## src/source/mdf_pkg.sv

```systemverilog
package mdf_pkg;

  // Data word and byte address on both bus ports
  typedef logic [31:0] data_t;
  typedef logic [31:0] addr_t;

  // Element count of one job
  typedef logic [15:0] len_t;

  // Right shift applied to the product
  typedef logic [4:0] shift_t;

  // Register window size
  localparam int unsigned N_REGS = 8;
  // Word index bits inside the window
  localparam int unsigned REG_IDX_W = $clog2(N_REGS);

  // Register byte offsets
  localparam addr_t REG_TRIGGER = 32'h00;
  localparam addr_t REG_STATUS  = 32'h04;
  localparam addr_t REG_SRC_A   = 32'h08;
  localparam addr_t REG_SRC_B   = 32'h0C;
  localparam addr_t REG_SRC_C   = 32'h10;
  localparam addr_t REG_DST     = 32'h14;
  localparam addr_t REG_LEN     = 32'h18;
  localparam addr_t REG_SHIFT   = 32'h1C;

  // Job FSM in ctrl
  typedef enum logic [1:0] {
    CTRL_IDLE,
    CTRL_START,
    CTRL_RUN
  } ctrl_state_e;

  // Memory port sequencer, READ also covers an idle port during a job
  typedef enum logic [1:0] {
    STRM_IDLE,
    STRM_READ,
    STRM_WRITE
  } strm_state_e;

  // Job setup towards the streamer
  typedef struct packed {
    logic  start;
    addr_t src_a;
    addr_t src_b;
    addr_t src_c;
    addr_t dst;
    len_t  len;
  } ctrl_streamer_t;

  // Streamer status back to ctrl
  typedef struct packed {
    logic done;
  } flags_streamer_t;

endpackage

```

## src/source/mdf_ctrl.sv

```systemverilog
`timescale 1ns/10ps

module mdf_ctrl (
  input  logic                     clk_i,
  input  logic                     rst_n_i,
  input  logic                     periph_req_i,
  input  logic                     periph_we_i,
  input  mdf_pkg::addr_t           periph_add_i,
  input  mdf_pkg::data_t           periph_wdata_i,
  input  mdf_pkg::flags_streamer_t flags_streamer_i,
  output logic                     periph_r_valid_o,
  output mdf_pkg::data_t           periph_r_data_o,
  output mdf_pkg::ctrl_streamer_t  ctrl_streamer_o,
  output mdf_pkg::shift_t          shift_o,
  output logic                     evt_o
);

  mdf_pkg::ctrl_state_e state_q;

  // Job registers
  mdf_pkg::addr_t  src_a_q;
  mdf_pkg::addr_t  src_b_q;
  mdf_pkg::addr_t  src_c_q;
  mdf_pkg::addr_t  dst_q;
  mdf_pkg::len_t   len_q;
  mdf_pkg::shift_t shift_q;

  mdf_pkg::addr_t reg_off;
  mdf_pkg::data_t rdata;
  logic           busy;
  logic           wr_en;
  logic           trigger;

  // Only the low bits select a register, upper address bits alias
  assign reg_off = mdf_pkg::addr_t'(periph_add_i[mdf_pkg::REG_IDX_W+1:0]);

  assign busy    = state_q != mdf_pkg::CTRL_IDLE;
  assign wr_en   = periph_req_i && periph_we_i;
  // Trigger only counts while idle
  assign trigger = wr_en && !busy && reg_off == mdf_pkg::REG_TRIGGER;

  // Job setup is frozen while a job runs
  always_ff @(posedge clk_i) begin
    if (wr_en && !busy) begin
      case (reg_off)
        mdf_pkg::REG_SRC_A: src_a_q <= periph_wdata_i;
        mdf_pkg::REG_SRC_B: src_b_q <= periph_wdata_i;
        mdf_pkg::REG_SRC_C: src_c_q <= periph_wdata_i;
        mdf_pkg::REG_DST:   dst_q   <= periph_wdata_i;
        mdf_pkg::REG_LEN:   len_q   <= mdf_pkg::len_t'(periph_wdata_i);
        mdf_pkg::REG_SHIFT: shift_q <= mdf_pkg::shift_t'(periph_wdata_i);
        default: ;
      endcase
    end
  end

  // Read mux, TRIGGER reads as zero
  always_comb begin
    case (reg_off)
      mdf_pkg::REG_STATUS: rdata = mdf_pkg::data_t'(busy);
      mdf_pkg::REG_SRC_A:  rdata = src_a_q;
      mdf_pkg::REG_SRC_B:  rdata = src_b_q;
      mdf_pkg::REG_SRC_C:  rdata = src_c_q;
      mdf_pkg::REG_DST:    rdata = dst_q;
      mdf_pkg::REG_LEN:    rdata = mdf_pkg::data_t'(len_q);
      mdf_pkg::REG_SHIFT:  rdata = mdf_pkg::data_t'(shift_q);
      default:             rdata = '0;
    endcase
  end

  // Read response one cycle after the request
  always_ff @(posedge clk_i) begin
    if (!rst_n_i) begin
      periph_r_valid_o <= 1'b0;
    end else begin
      periph_r_valid_o <= periph_req_i && !periph_we_i;
    end
  end

  always_ff @(posedge clk_i) begin
    periph_r_data_o <= rdata;
  end

  // Job FSM
  always_ff @(posedge clk_i) begin
    if (!rst_n_i) begin
      state_q <= mdf_pkg::CTRL_IDLE;
      evt_o   <= 1'b0;
    end else begin
      evt_o <= 1'b0;
      case (state_q)
        mdf_pkg::CTRL_IDLE: begin
          if (trigger) begin
            state_q <= mdf_pkg::CTRL_START;
          end
        end
        // One cycle here gives the start pulse
        mdf_pkg::CTRL_START: state_q <= mdf_pkg::CTRL_RUN;
        mdf_pkg::CTRL_RUN: begin
          // Done becomes the event on the next edge
          if (flags_streamer_i.done) begin
            state_q <= mdf_pkg::CTRL_IDLE;
            evt_o   <= 1'b1;
          end
        end
        default: state_q <= mdf_pkg::CTRL_IDLE;
      endcase
    end
  end

  assign ctrl_streamer_o.start = state_q == mdf_pkg::CTRL_START;
  assign ctrl_streamer_o.src_a = src_a_q;
  assign ctrl_streamer_o.src_b = src_b_q;
  assign ctrl_streamer_o.src_c = src_c_q;
  assign ctrl_streamer_o.dst   = dst_q;
  assign ctrl_streamer_o.len   = len_q;
  assign shift_o               = shift_q;

  // A new job never starts in the cycle the last one reports its end
  start_evt_excl: assert property (@(posedge clk_i) disable iff (!rst_n_i)
    !(ctrl_streamer_o.start && evt_o));

  // Streamer completes only jobs that ctrl has launched
  done_in_run: assert property (@(posedge clk_i) disable iff (!rst_n_i)
    flags_streamer_i.done |-> state_q == mdf_pkg::CTRL_RUN);

endmodule

```

## src/source/mdf_streamer.sv

```systemverilog
`timescale 1ns/10ps

module mdf_streamer (
  input  logic                     clk_i,
  input  logic                     rst_n_i,
  input  mdf_pkg::ctrl_streamer_t  ctrl_i,
  input  logic                     a_ready_i,
  input  logic                     b_ready_i,
  input  logic                     c_ready_i,
  input  logic                     r_valid_i,
  input  mdf_pkg::data_t           r_data_i,
  input  logic                     tcdm_gnt_i,
  input  logic                     tcdm_r_valid_i,
  input  mdf_pkg::data_t           tcdm_r_data_i,
  output mdf_pkg::flags_streamer_t flags_o,
  output logic                     a_valid_o,
  output mdf_pkg::data_t           a_data_o,
  output logic                     b_valid_o,
  output mdf_pkg::data_t           b_data_o,
  output logic                     c_valid_o,
  output mdf_pkg::data_t           c_data_o,
  output logic                     r_ready_o,
  output logic                     tcdm_req_o,
  output mdf_pkg::addr_t           tcdm_add_o,
  output logic                     tcdm_we_o,
  output mdf_pkg::data_t           tcdm_wdata_o
);

  mdf_pkg::strm_state_e state_q;

  // Operand buffers, slot 0 is A, 1 is B, 2 is C
  logic [2:0]     buf_valid_q;
  mdf_pkg::data_t buf_data_q [3];
  logic [2:0]     buf_ready;
  // Read issued for a slot, data not back yet
  logic [2:0]     inflight_q;
  mdf_pkg::len_t  rd_idx_q [3];
  mdf_pkg::addr_t rd_base [3];
  logic [2:0]     rd_ok;
  // Round-robin pointer over the three streams
  logic [1:0]     rr_q;
  // Stream of the request on the port
  logic [1:0]     sel_q;
  // Stream of the read data due next cycle
  logic [1:0]     ret_sel_q;

  // Result slot and write index
  logic           wr_full_q;
  mdf_pkg::data_t wr_data_q;
  mdf_pkg::len_t  wr_idx_q;

  // Memory request register
  logic           req_q;
  mdf_pkg::addr_t add_q;
  mdf_pkg::data_t wdata_q;
  logic           done_q;

  logic port_free;
  logic issue_wr;
  logic issue_rd;
  logic rd_gnt;
  logic last_wr;

  assign rd_base[0] = ctrl_i.src_a;
  assign rd_base[1] = ctrl_i.src_b;
  assign rd_base[2] = ctrl_i.src_c;
  assign buf_ready  = {c_ready_i, b_ready_i, a_ready_i};

  // Port takes a new request when empty or granted now
  assign port_free = !req_q || tcdm_gnt_i;
  assign rd_gnt    = req_q && tcdm_gnt_i && state_q == mdf_pkg::STRM_READ;
  // Write index already counts the write being granted
  assign last_wr   = state_q == mdf_pkg::STRM_WRITE && tcdm_gnt_i && wr_idx_q == ctrl_i.len;

  // Room for a read: buffer empty or draining this cycle, none in flight
  always_comb begin
    for (int s = 0; s < 3; s++) begin
      rd_ok[s] = !inflight_q[s] && (!buf_valid_q[s] || buf_ready[s]) &&
                 rd_idx_q[s] != ctrl_i.len;
    end
  end

  // Pending result write wins over new reads
  assign issue_wr = state_q != mdf_pkg::STRM_IDLE && port_free && wr_full_q;
  assign issue_rd = state_q != mdf_pkg::STRM_IDLE && port_free && !wr_full_q && rd_ok[rr_q];

  always_ff @(posedge clk_i) begin
    if (!rst_n_i) begin
      state_q     <= mdf_pkg::STRM_IDLE;
      req_q       <= 1'b0;
      buf_valid_q <= '0;
      inflight_q  <= '0;
      rd_idx_q    <= '{default: '0};
      rr_q        <= '0;
      sel_q       <= '0;
      ret_sel_q   <= '0;
      wr_full_q   <= 1'b0;
      wr_idx_q    <= '0;
      done_q      <= 1'b0;
    end else begin
      done_q <= 1'b0;
      // Operands taken by the engine
      buf_valid_q <= buf_valid_q & ~buf_ready;
      // Read data lands in the slot that asked for it
      if (tcdm_r_valid_i) begin
        buf_valid_q[ret_sel_q] <= 1'b1;
        inflight_q[ret_sel_q]  <= 1'b0;
      end
      if (r_valid_i && r_ready_o) begin
        wr_full_q <= 1'b1;
      end
      if (port_free) begin
        req_q <= issue_wr || issue_rd;
        if (issue_wr) begin
          state_q   <= mdf_pkg::STRM_WRITE;
          wr_full_q <= 1'b0;
          wr_idx_q  <= wr_idx_q + 16'd1;
        end else if (state_q != mdf_pkg::STRM_IDLE) begin
          state_q <= mdf_pkg::STRM_READ;
        end
        if (issue_rd) begin
          inflight_q[rr_q] <= 1'b1;
          rd_idx_q[rr_q]   <= rd_idx_q[rr_q] + 16'd1;
          sel_q            <= rr_q;
          rr_q             <= (rr_q == 2'd2) ? 2'd0 : rr_q + 2'd1;
        end
      end
      if (rd_gnt) begin
        ret_sel_q <= sel_q;
      end
      // Job ends with the grant of the last write
      if (last_wr) begin
        state_q <= mdf_pkg::STRM_IDLE;
        done_q  <= 1'b1;
      end
      if (ctrl_i.start) begin
        rd_idx_q <= '{default: '0};
        wr_idx_q <= '0;
        rr_q     <= '0;
        // Empty job finishes at once
        if (ctrl_i.len == '0) begin
          done_q <= 1'b1;
        end else begin
          state_q <= mdf_pkg::STRM_READ;
        end
      end
    end
  end

  // Payload path
  always_ff @(posedge clk_i) begin
    if (tcdm_r_valid_i) begin
      buf_data_q[ret_sel_q] <= tcdm_r_data_i;
    end
    if (r_valid_i && r_ready_o) begin
      wr_data_q <= r_data_i;
    end
    if (issue_wr) begin
      add_q   <= ctrl_i.dst + mdf_pkg::addr_t'({wr_idx_q, 2'b00});
      wdata_q <= wr_data_q;
    end else if (issue_rd) begin
      add_q <= rd_base[rr_q] + mdf_pkg::addr_t'({rd_idx_q[rr_q], 2'b00});
    end
  end

  assign a_valid_o    = buf_valid_q[0];
  assign a_data_o     = buf_data_q[0];
  assign b_valid_o    = buf_valid_q[1];
  assign b_data_o     = buf_data_q[1];
  assign c_valid_o    = buf_valid_q[2];
  assign c_data_o     = buf_data_q[2];
  assign r_ready_o    = !wr_full_q;
  assign tcdm_req_o   = req_q;
  assign tcdm_add_o   = add_q;
  assign tcdm_we_o    = state_q == mdf_pkg::STRM_WRITE;
  assign tcdm_wdata_o = wdata_q;
  assign flags_o.done = done_q;

  // Request and its fields hold until the memory grants
  req_stable: assert property (@(posedge clk_i) disable iff (!rst_n_i)
    tcdm_req_o && !tcdm_gnt_i |=> tcdm_req_o && $stable(tcdm_add_o) &&
    $stable(tcdm_we_o) && $stable(tcdm_wdata_o));

  // Memory answers only granted reads
  rvalid_after_gnt: assert property (@(posedge clk_i) disable iff (!rst_n_i)
    tcdm_r_valid_i |-> $past(tcdm_req_o && tcdm_gnt_i && !tcdm_we_o));

endmodule

```

## src/source/mdf_engine.sv

```systemverilog
`timescale 1ns/10ps

module mdf_engine (
  input  logic            clk_i,
  input  logic            rst_n_i,
  input  mdf_pkg::shift_t shift_i,
  input  logic            a_valid_i,
  input  mdf_pkg::data_t  a_data_i,
  input  logic            b_valid_i,
  input  mdf_pkg::data_t  b_data_i,
  input  logic            c_valid_i,
  input  mdf_pkg::data_t  c_data_i,
  input  logic            r_ready_i,
  output logic            a_ready_o,
  output logic            b_ready_o,
  output logic            c_ready_o,
  output logic            r_valid_o,
  output mdf_pkg::data_t  r_data_o
);

  logic           stall;
  logic           fire;
  logic           s1_valid_q;
  mdf_pkg::data_t prod;
  // Stage one holds product and addend
  mdf_pkg::data_t s1_prod_q;
  mdf_pkg::data_t s1_c_q;

  // Held output blocks both stages
  assign stall = r_valid_o && !r_ready_i;
  // All three operands consumed together
  assign fire  = a_valid_i && b_valid_i && c_valid_i && !stall;

  assign a_ready_o = fire;
  assign b_ready_o = fire;
  assign c_ready_o = fire;

  // Low word of the signed product, wraps
  assign prod = mdf_pkg::data_t'($signed(a_data_i) * $signed(b_data_i));

  always_ff @(posedge clk_i) begin
    if (!rst_n_i) begin
      s1_valid_q <= 1'b0;
      r_valid_o  <= 1'b0;
    end else if (!stall) begin
      s1_valid_q <= fire;
      r_valid_o  <= s1_valid_q;
    end
  end

  always_ff @(posedge clk_i) begin
    if (!stall) begin
      if (fire) begin
        s1_prod_q <= prod;
        s1_c_q    <= c_data_i;
      end
      // Arithmetic shift keeps the sign
      if (s1_valid_q) begin
        r_data_o <= mdf_pkg::data_t'($signed(s1_prod_q) >>> shift_i) + s1_c_q;
      end
    end
  end

  // Result held steady under backpressure
  r_hold: assert property (@(posedge clk_i) disable iff (!rst_n_i)
    r_valid_o && !r_ready_i |=> r_valid_o && $stable(r_data_o));

endmodule

```

## src/source/mdf_top.sv

```systemverilog
`timescale 1ns/10ps

module mdf_top (
  input  logic           clk_i,
  input  logic           rst_n_i,
  // Peripheral slave port
  input  logic           periph_req_i,
  input  logic           periph_we_i,
  input  mdf_pkg::addr_t periph_add_i,
  input  mdf_pkg::data_t periph_wdata_i,
  output logic           periph_r_valid_o,
  output mdf_pkg::data_t periph_r_data_o,
  // Memory master port
  output logic           tcdm_req_o,
  input  logic           tcdm_gnt_i,
  output mdf_pkg::addr_t tcdm_add_o,
  output logic           tcdm_we_o,
  output mdf_pkg::data_t tcdm_wdata_o,
  input  logic           tcdm_r_valid_i,
  input  mdf_pkg::data_t tcdm_r_data_i,
  // Job end event
  output logic           evt_o
);

  mdf_pkg::ctrl_streamer_t  streamer_ctrl;
  mdf_pkg::flags_streamer_t streamer_flags;
  mdf_pkg::shift_t          shift;

  // Operand streams, streamer to engine
  logic           a_valid;
  logic           a_ready;
  mdf_pkg::data_t a_data;
  logic           b_valid;
  logic           b_ready;
  mdf_pkg::data_t b_data;
  logic           c_valid;
  logic           c_ready;
  mdf_pkg::data_t c_data;
  // Result stream, engine to streamer
  logic           r_valid;
  logic           r_ready;
  mdf_pkg::data_t r_data;

  mdf_ctrl u_ctrl (
    .clk_i            ( clk_i            ),
    .rst_n_i          ( rst_n_i          ),
    .periph_req_i     ( periph_req_i     ),
    .periph_we_i      ( periph_we_i      ),
    .periph_add_i     ( periph_add_i     ),
    .periph_wdata_i   ( periph_wdata_i   ),
    .flags_streamer_i ( streamer_flags   ),
    .periph_r_valid_o ( periph_r_valid_o ),
    .periph_r_data_o  ( periph_r_data_o  ),
    .ctrl_streamer_o  ( streamer_ctrl    ),
    .shift_o          ( shift            ),
    .evt_o            ( evt_o            )
  );

  mdf_streamer u_streamer (
    .clk_i          ( clk_i          ),
    .rst_n_i        ( rst_n_i        ),
    .ctrl_i         ( streamer_ctrl  ),
    .a_ready_i      ( a_ready        ),
    .b_ready_i      ( b_ready        ),
    .c_ready_i      ( c_ready        ),
    .r_valid_i      ( r_valid        ),
    .r_data_i       ( r_data         ),
    .tcdm_gnt_i     ( tcdm_gnt_i     ),
    .tcdm_r_valid_i ( tcdm_r_valid_i ),
    .tcdm_r_data_i  ( tcdm_r_data_i  ),
    .flags_o        ( streamer_flags ),
    .a_valid_o      ( a_valid        ),
    .a_data_o       ( a_data         ),
    .b_valid_o      ( b_valid        ),
    .b_data_o       ( b_data         ),
    .c_valid_o      ( c_valid        ),
    .c_data_o       ( c_data         ),
    .r_ready_o      ( r_ready        ),
    .tcdm_req_o     ( tcdm_req_o     ),
    .tcdm_add_o     ( tcdm_add_o     ),
    .tcdm_we_o      ( tcdm_we_o      ),
    .tcdm_wdata_o   ( tcdm_wdata_o   )
  );

  mdf_engine u_engine (
    .clk_i     ( clk_i   ),
    .rst_n_i   ( rst_n_i ),
    .shift_i   ( shift   ),
    .a_valid_i ( a_valid ),
    .a_data_i  ( a_data  ),
    .b_valid_i ( b_valid ),
    .b_data_i  ( b_data  ),
    .c_valid_i ( c_valid ),
    .c_data_i  ( c_data  ),
    .r_ready_i ( r_ready ),
    .a_ready_o ( a_ready ),
    .b_ready_o ( b_ready ),
    .c_ready_o ( c_ready ),
    .r_valid_o ( r_valid ),
    .r_data_o  ( r_data  )
  );

endmodule

```

## config.mk

```make
export PLATFORM = sky130hd
export DESIGN_NAME = mdf_top
export DESIGN_NICKNAME = d
export VERILOG_FILES = /design/src/source/mdf_pkg.sv /design/src/source/mdf_ctrl.sv /design/src/source/mdf_streamer.sv /design/src/source/mdf_engine.sv /design/src/source/mdf_top.sv
export SDC_FILE = /design/constraint.sdc
export NUM_CORES = 2
export LEC_CHECK = 0
export BUFFER_PORTS_ARGS = -buffer_cell sky130_fd_sc_hd__buf_2
export CORE_MARGIN = 4
export CORE_UTILIZATION = 63
export CTS_CLUSTER_DIAMETER = 150
export DETAILED_ROUTE_END_ITERATION = 16
export PLACE_DENSITY_LB_ADDON = 0.3
export SYNTH_ARGS = -nofsm -noshare
export SYNTH_HDL_FRONTEND = slang
export SYNTH_SLANG_ARGS = --single-unit
```

## constraint.sdc

```tcl
create_clock -name clk_i -period 9.9 [get_ports clk_i]
set_clock_uncertainty 0.15 [all_clocks]
set_input_delay 1.98 -clock clk_i [delete_from_list [all_inputs] [get_ports clk_i]]
set_output_delay 1.98 -clock clk_i [all_outputs]
set_load 0.05 [all_outputs]
```

Word-level counts from Yosys, hierarchy flattened:

Memory sizes are Yosys's and may differ from the RTL's. A register that Yosys moved wholly into a read port is not among the register bits.
Index checks and enable logic that the tools add are counted.

* flip-flop bits (word level): 428
* RAM bits: 96
* input bits: 102
* output and inout bits: 100
* word-level logic and storage cells: 175
* memories kept: 1

* $add $sub $neg: 6
* multiply operators: 1
* $lt $le $gt $ge: 6
* equality and inequality tests: 18
* shift-type cells: 1
* multiplexer cells: 42
* bitwise gates (word level): 9
* reduce and logical (&&, ||, !) cells: 61

Memories
* u_streamer.buf_data_q: depth 3, bits a word 32, read ports 3, clocked after memory_dff 1, write ports 1, line mdf_streamer.sv:33 `mdf_pkg::data_t buf_data_q [3];`

Operator list (number)
* case mux 32 bit (7 select lines): 1
* two-way mux 32 bit: 4
* adder 32 x 18 -> 32 bit: 2
* binary-select mux 32 bit (select 2 bit): 1
* bitwise mux 48 bit: 1
* two-way mux 16 bit: 3
* inequality test 16 bit: 3
* adder 16 x 1 -> 16 bit (second input constant): 2
* adder 32 bit: 1
* binary-select mux 16 bit (select 2 bit): 1
* demux 16 bit (select 2 bit): 1
* zero test 32 bit: 1
* multiplier 32 x 32 -> 32 bit: 1
* >>> shifter 32 x 5 -> 32 bit: 1
* logical AND 1 bit: 26
* AND reduction 2 bit: 12
* == test 5 bit (second input constant): 4
* two-way mux 2 bit: 9
* == test 16 bit: 1
* zero test 16 bit: 1
* two-way mux 3 bit: 5
* two-way mux 1 bit: 12
* zero test 1 bit: 11
* == test 5 x 4 -> 1 bit (second input constant): 2
* 21 further kinds: 38

Longest topological paths before layout:

* depth after elaboration: 11
* gate-level depth with buffers: 27
* depth with buffers taken out: 25

Cells and area by module:

From an unflattened synthesis, not the netlist that was laid out.

* cells, all modules: 3940
* area, all modules: 42390.7 um^2

Modules (own cells, without submodules)
* mdf_engine: instances 1, cells an instance 2349, area an instance 22296.4 um^2, sequential area each 2922.8 um^2
* mdf_streamer: instances 1, cells an instance 1183, area an instance 13499.2 um^2, sequential area each 7387.1 um^2
* mdf_ctrl: instances 1, cells an instance 408, area an instance 6595.1 um^2, sequential area each 5195.0 um^2

Least setup slack after synthesis:

No wires, ideal clock.

* path type: reg-to-reg
* from: memory u_streamer.buf_data_q[1][2] (netlist name)
* to: register u_engine.s1_prod_q[30], data pin
* setup time: 263 ps
* data arrival time: 6708 ps
* data required time: 9487 ps
* slack: 2779 ps
* cell stages (with the launch flop): 26
* buffers on the path: 2
* period minus slack after synthesis: 7121 ps
* path through: edfxtp_1 > clkbuf_1 > clkbuf_1 > and2_1 > fa_1 > fa_1 > inv_1 > fa_1 > fa_1 > inv_1 > fa_1 > inv_1 > fa_1 > inv_1 > fa_1 > fa_1 > ha_1 > o2111ai_1 > nor2_1 > o2bb2ai_1 > a311o_1 > a31oi_2 > nand2b_1 > a21boi_1 > o41ai_2 > xnor2_1

RTL lines
* from (decl): line mdf_streamer.sv:33
* to (signal assigned): line mdf_engine.sv:54 `s1_prod_q <= prod;`
* to (decl): line mdf_engine.sv:26 `mdf_pkg::data_t s1_prod_q;`

==> run summary <==
In the detailed route, the total length drawn on met2 is 48,320 um. The hold violation total from the final report came out at 0. The run finished with clean final reports. The tools report the total via count in the routed design as 29,020. The floorplan die area is 0.07033 mm^2, and the logic depth of the worst register-to-register path is 23.

The detailed router put a total of 42,480 um of wire on met1. Post-synthesis register bit count: 556. The number of buffers on the longest clock path was 3; the worst stage delay on the critical path was 1.23 ns. Once the clock tree was built, the setup fixing pass inserted 0 buffers. The slew of the pin with the lowest slew margin works out to 1.329 ns.

The tools report the initial core utilization as 63.50%. The number of cells on the worst hold path is 0. The number of global-route vias before repair was 29,640; the reported max-cap violation count was 0.

Required time of the worst setup path: 10.10 ns. The static leakage power was 0.01918 uW. The startpoint identified for the worst register-to-register timing path is u_streamer.buf_data_q[1][5]$_DFFE_PP_. In the final design database the tool counted 4,643 nets. The worst register-to-register path has a setup slack of 1.83 ns. In this run the power density over the cells is 330.7 mW/mm^2. The mapped netlist covers 0.04168 mm^2. The H-tree generated during clock tree synthesis spans 2 levels.

At the placement stage, the worst setup path has a slack of 1.898 ns. The total wirelength of the detailed-routed design was 106,800 um. Counting stages on the worst path, the most repeated cell is fa_1.

The chip height is 265.2 um. The most used flip-flop cell after synthesis is edfxtp_1. Sequential cells were found to cover 37.20% of the synthesized design area.

The logs give 8.27 ns for the arrival time of data at the critical path endpoint and 0 for the total DRC errors in the routed layout. IR analysis of the VDD net gives a maximum drop of 0.8049 mV. During placement, the flow inserted port buffers numbering 174. The wire-length estimate of the detail-placed layout is 77,490 um. The clock transition at the registers of the reported paths was 0.07 ns.

In the final layout, flip-flops and latches occupy 0.01551 mm^2. The tools report the initial antenna violation count as 11. Number of pins with negative max-slew slack in the final report: 0. The number of flops mapped to enable cells by yosys is 437, and the number of placement rows is 94. In this run the standard cell core region covers 0.06563 mm^2. The register with the most flip-flops in the layout has 96 of them. For this run, the top clock speed supported by timing is 124.0 MHz.

The number of buffers inserted for hold repair after clock tree synthesis was 0. Most frequently used cell type in the post-synthesis netlist: inv_1. The design draws 14,960 uW. Measured along the x axis, the die boundary spans 265.2 um. Setup repair after global routing left no endpoint under its margin. TritonCTS built the clock tree. When the netlist entered floorplanning its net count stood at 4,538.

Global routing finished with a remaining overflow of 0. After routing the design area is 0.04524 mm^2. For the final core utilization, the log shows 68.94%. In this design, the largest share of critical-path delay is due to adder cells. Compared with the post-synthesis result, the final layout area differs by 8.553%. The worst pin sits at a relative slew slack of 11.37%. CTS saw 556 sinks. STA classifies the critical path endpoint as a register. The synthesized netlist contains 80 unique library cells.

Setup slack on the critical path of the routed design comes to 1.834 ns. The share of synthesized registers carrying an async set or reset is 0%, and the setup-violating endpoint count in the final report is 0. Iteration-0 DRC count of the detailed router: 3,067. After technology mapping, the gate count stands at 3,810. The final critical-path share of the clock period was 81.47%; the number of search-and-repair iterations in the first detailed-routing pass was 6. Dividing the detail-routed via count by the number of cells gives 6.004. The wire length on met3 was 11,510 um. In this run the worst hold path is classified as reg -> reg.

The uppermost metal layer occupied by signal nets was met5. The smallest clock period supported by the final layout is computed as 8.066 ns. The worst hold path begins at u_streamer.buf_data_q[2][29]$_DFFE_PP_. The overall global routing resource usage came out at 30.54%. The average routed wire per standard cell was 22.09 um; the fraction of layout cells with a size suffix above 1 was 9.894%. The Yosys step of the flow raised 0 warnings.

Ranked by flip-flop count, first place goes to u_streamer.buf_data_q. The fill cell total of the finished layout is 4,791. Counting instances in the post-synthesis netlist gives the leading cell types as inv_1 (472), edfxtp_1 (437), fa_1 (411). For the last weighted congestion value of the routability-driven placer, the log shows 0.9177. The number of I/O pins came out at 202. The final sum of negative setup slack was 0 ns; the area share of the largest cell type after synthesis was 31.49%.

In the final layout, the multi-input gates occupy 0.02372 mm^2. The slowest stage of the critical path is the edfxtp_1 cell. The antenna violation net count after detailed routing was 0; the maximum number of pins on one net before global-route repair was 65. The number of buffers and inverters on the critical path is 4.

Yosys attributes the largest share of cell area to edfxtp_1 (31%), fa_1 (20%), ha_1 (6.5%). The run gives 0.04335 mm^2 as the total cell area at the placement stage. The critical path start-end classification is reg -> reg. The count of cells resized by post-cts repair came out at 0. For hold timing, the worst endpoint is u_engine.s1_c_q[29]$_DFFE_PP_. TritonCTS created 55 clock buffers. edfxtp_1 takes more of the synthesized area than any other cell. STA classifies the critical path startpoint as a register. The largest registers in the layout are u_streamer.buf_data_q: 96 flops, u_streamer.rd_idx_q: 48 flops. The first global-routing pass estimated 167,100 um of wire.

The critical path goes through and2_1, fa_1, fa_1, fa_1, inv_1, fa_1, inv_1, fa_1, inv_1, fa_1, inv_1, fa_1, fa_1, ha_1, o2111ai_1, nor2_1, o2bb2ai_1, a311o_1, a31oi_2, nand2b_1, a21boi_1, o41ai_2, xnor2_1. Cell at the root of the clock tree: clkbuf_16. Each instance of the synthesized netlist takes up on average 10.94 um^2.

At the later pin of the worst-skew pair, clock insertion delay measures 0.64 ns. Of all nets on the critical path, the largest fanout is 27. The worst register-to-register path ends at u_engine.s1_prod_q[30]$_DFFE_PP_.
-- logic make-up after synthesis --
group / share of synthesized area (%)
flops: 37.20
mux: 4.389
buf+inv: 6.010
xor+xnor: 5.212
fa+ha+maj: 26.20
simple gates: 13.35
compound gates: 7.635
-- report_power, final --
part | total, uW | internal (uW) | switching [uW]
Clock | 2150 | 1230 | 925
Combinational | 9740 | 4360 | 5380
Sequential | 3070 | 3030 | 42.3
-- worst reg2reg max path: cells and delay by family (launching register included) --
family | cells | cell delay (ns)
AND/OR/NAND/NOR | 3 | 0.55
flip-flops | 1 | 1.23
adder cells (fa/ha/maj) | 9 | 4.14
XOR/XNOR | 1 | 0.10
AO/OA/AOI/OAI | 6 | 1.42
buffers and inverters | 4 | 0.21
-- metrics by stage --
stage / hold slack, ns / std cells
2_1_floorplan: 0.2503 / 3810
3_3_place_gp: 0.2504 / 4722
3_5_place_dp: 0.2545 / 4722
4_1_cts: 0.2440 / 4826
5_1_grt: 0.2479 / 4830
6_report: 0.2417 / 4834
-- worst max-delay path by stage --
stage	cells after the start	from	end	slack [ns]
3_5_place_dp	23	u_streamer.buf_data_q[1][5]$_DFFE_PP_	u_engine.s1_prod_q[30]$_DFFE_PP_	1.90
5_1_grt	23	u_streamer.buf_data_q[1][5]$_DFFE_PP_	u_engine.s1_prod_q[30]$_DFFE_PP_	1.54
6_report	23	u_streamer.buf_data_q[1][5]$_DFFE_PP_	u_engine.s1_prod_q[30]$_DFFE_PP_	1.83
2_1_floorplan	25	u_streamer.buf_data_q[1][2]$_DFFE_PP_	u_engine.s1_prod_q[30]$_DFFE_PP_	2.78
3_3_place_gp	23	u_streamer.buf_data_q[1][5]$_DFFE_PP_	u_engine.s1_prod_q[30]$_DFFE_PP_	2.03
4_1_cts	23	u_streamer.buf_data_q[1][5]$_DFFE_PP_	u_engine.s1_prod_q[30]$_DFFE_PP_	1.87
-- layer usage --
metal / vias to the layer above / track usage, %
met5: - / 0.4054
met4: 6 / 11.31
met3: 308 / 6.447
met2: 1608 / 47.66
met1: 14220 / 42.85
li1: 12880 / -
-- cells in the final DEF, fill, tap and decap left out, drive strengths merged, types with 65 or more instances in the layout --
cell type  instances
mux2i            131
a21oi            127
nand2            293
edfxtp           437
xor2              84
buf              225
and2             406
dfxtp            119
clkbuf            65
nor2             166
inv              480
ha               215
fa               411
xnor2            164
o21ai            133
-- final cells by class --
cell class	instances	area share, %
tap	864	2.390
inverter	475	3.941
sequential	556	34.28
clock inverter	39	0.9071
multi-input combinational	2602	52.43
timing repair buffer	225	2.771
antenna	8	0.04425
clock buffer	65	3.239
Power figures use the tool's default switching activity.
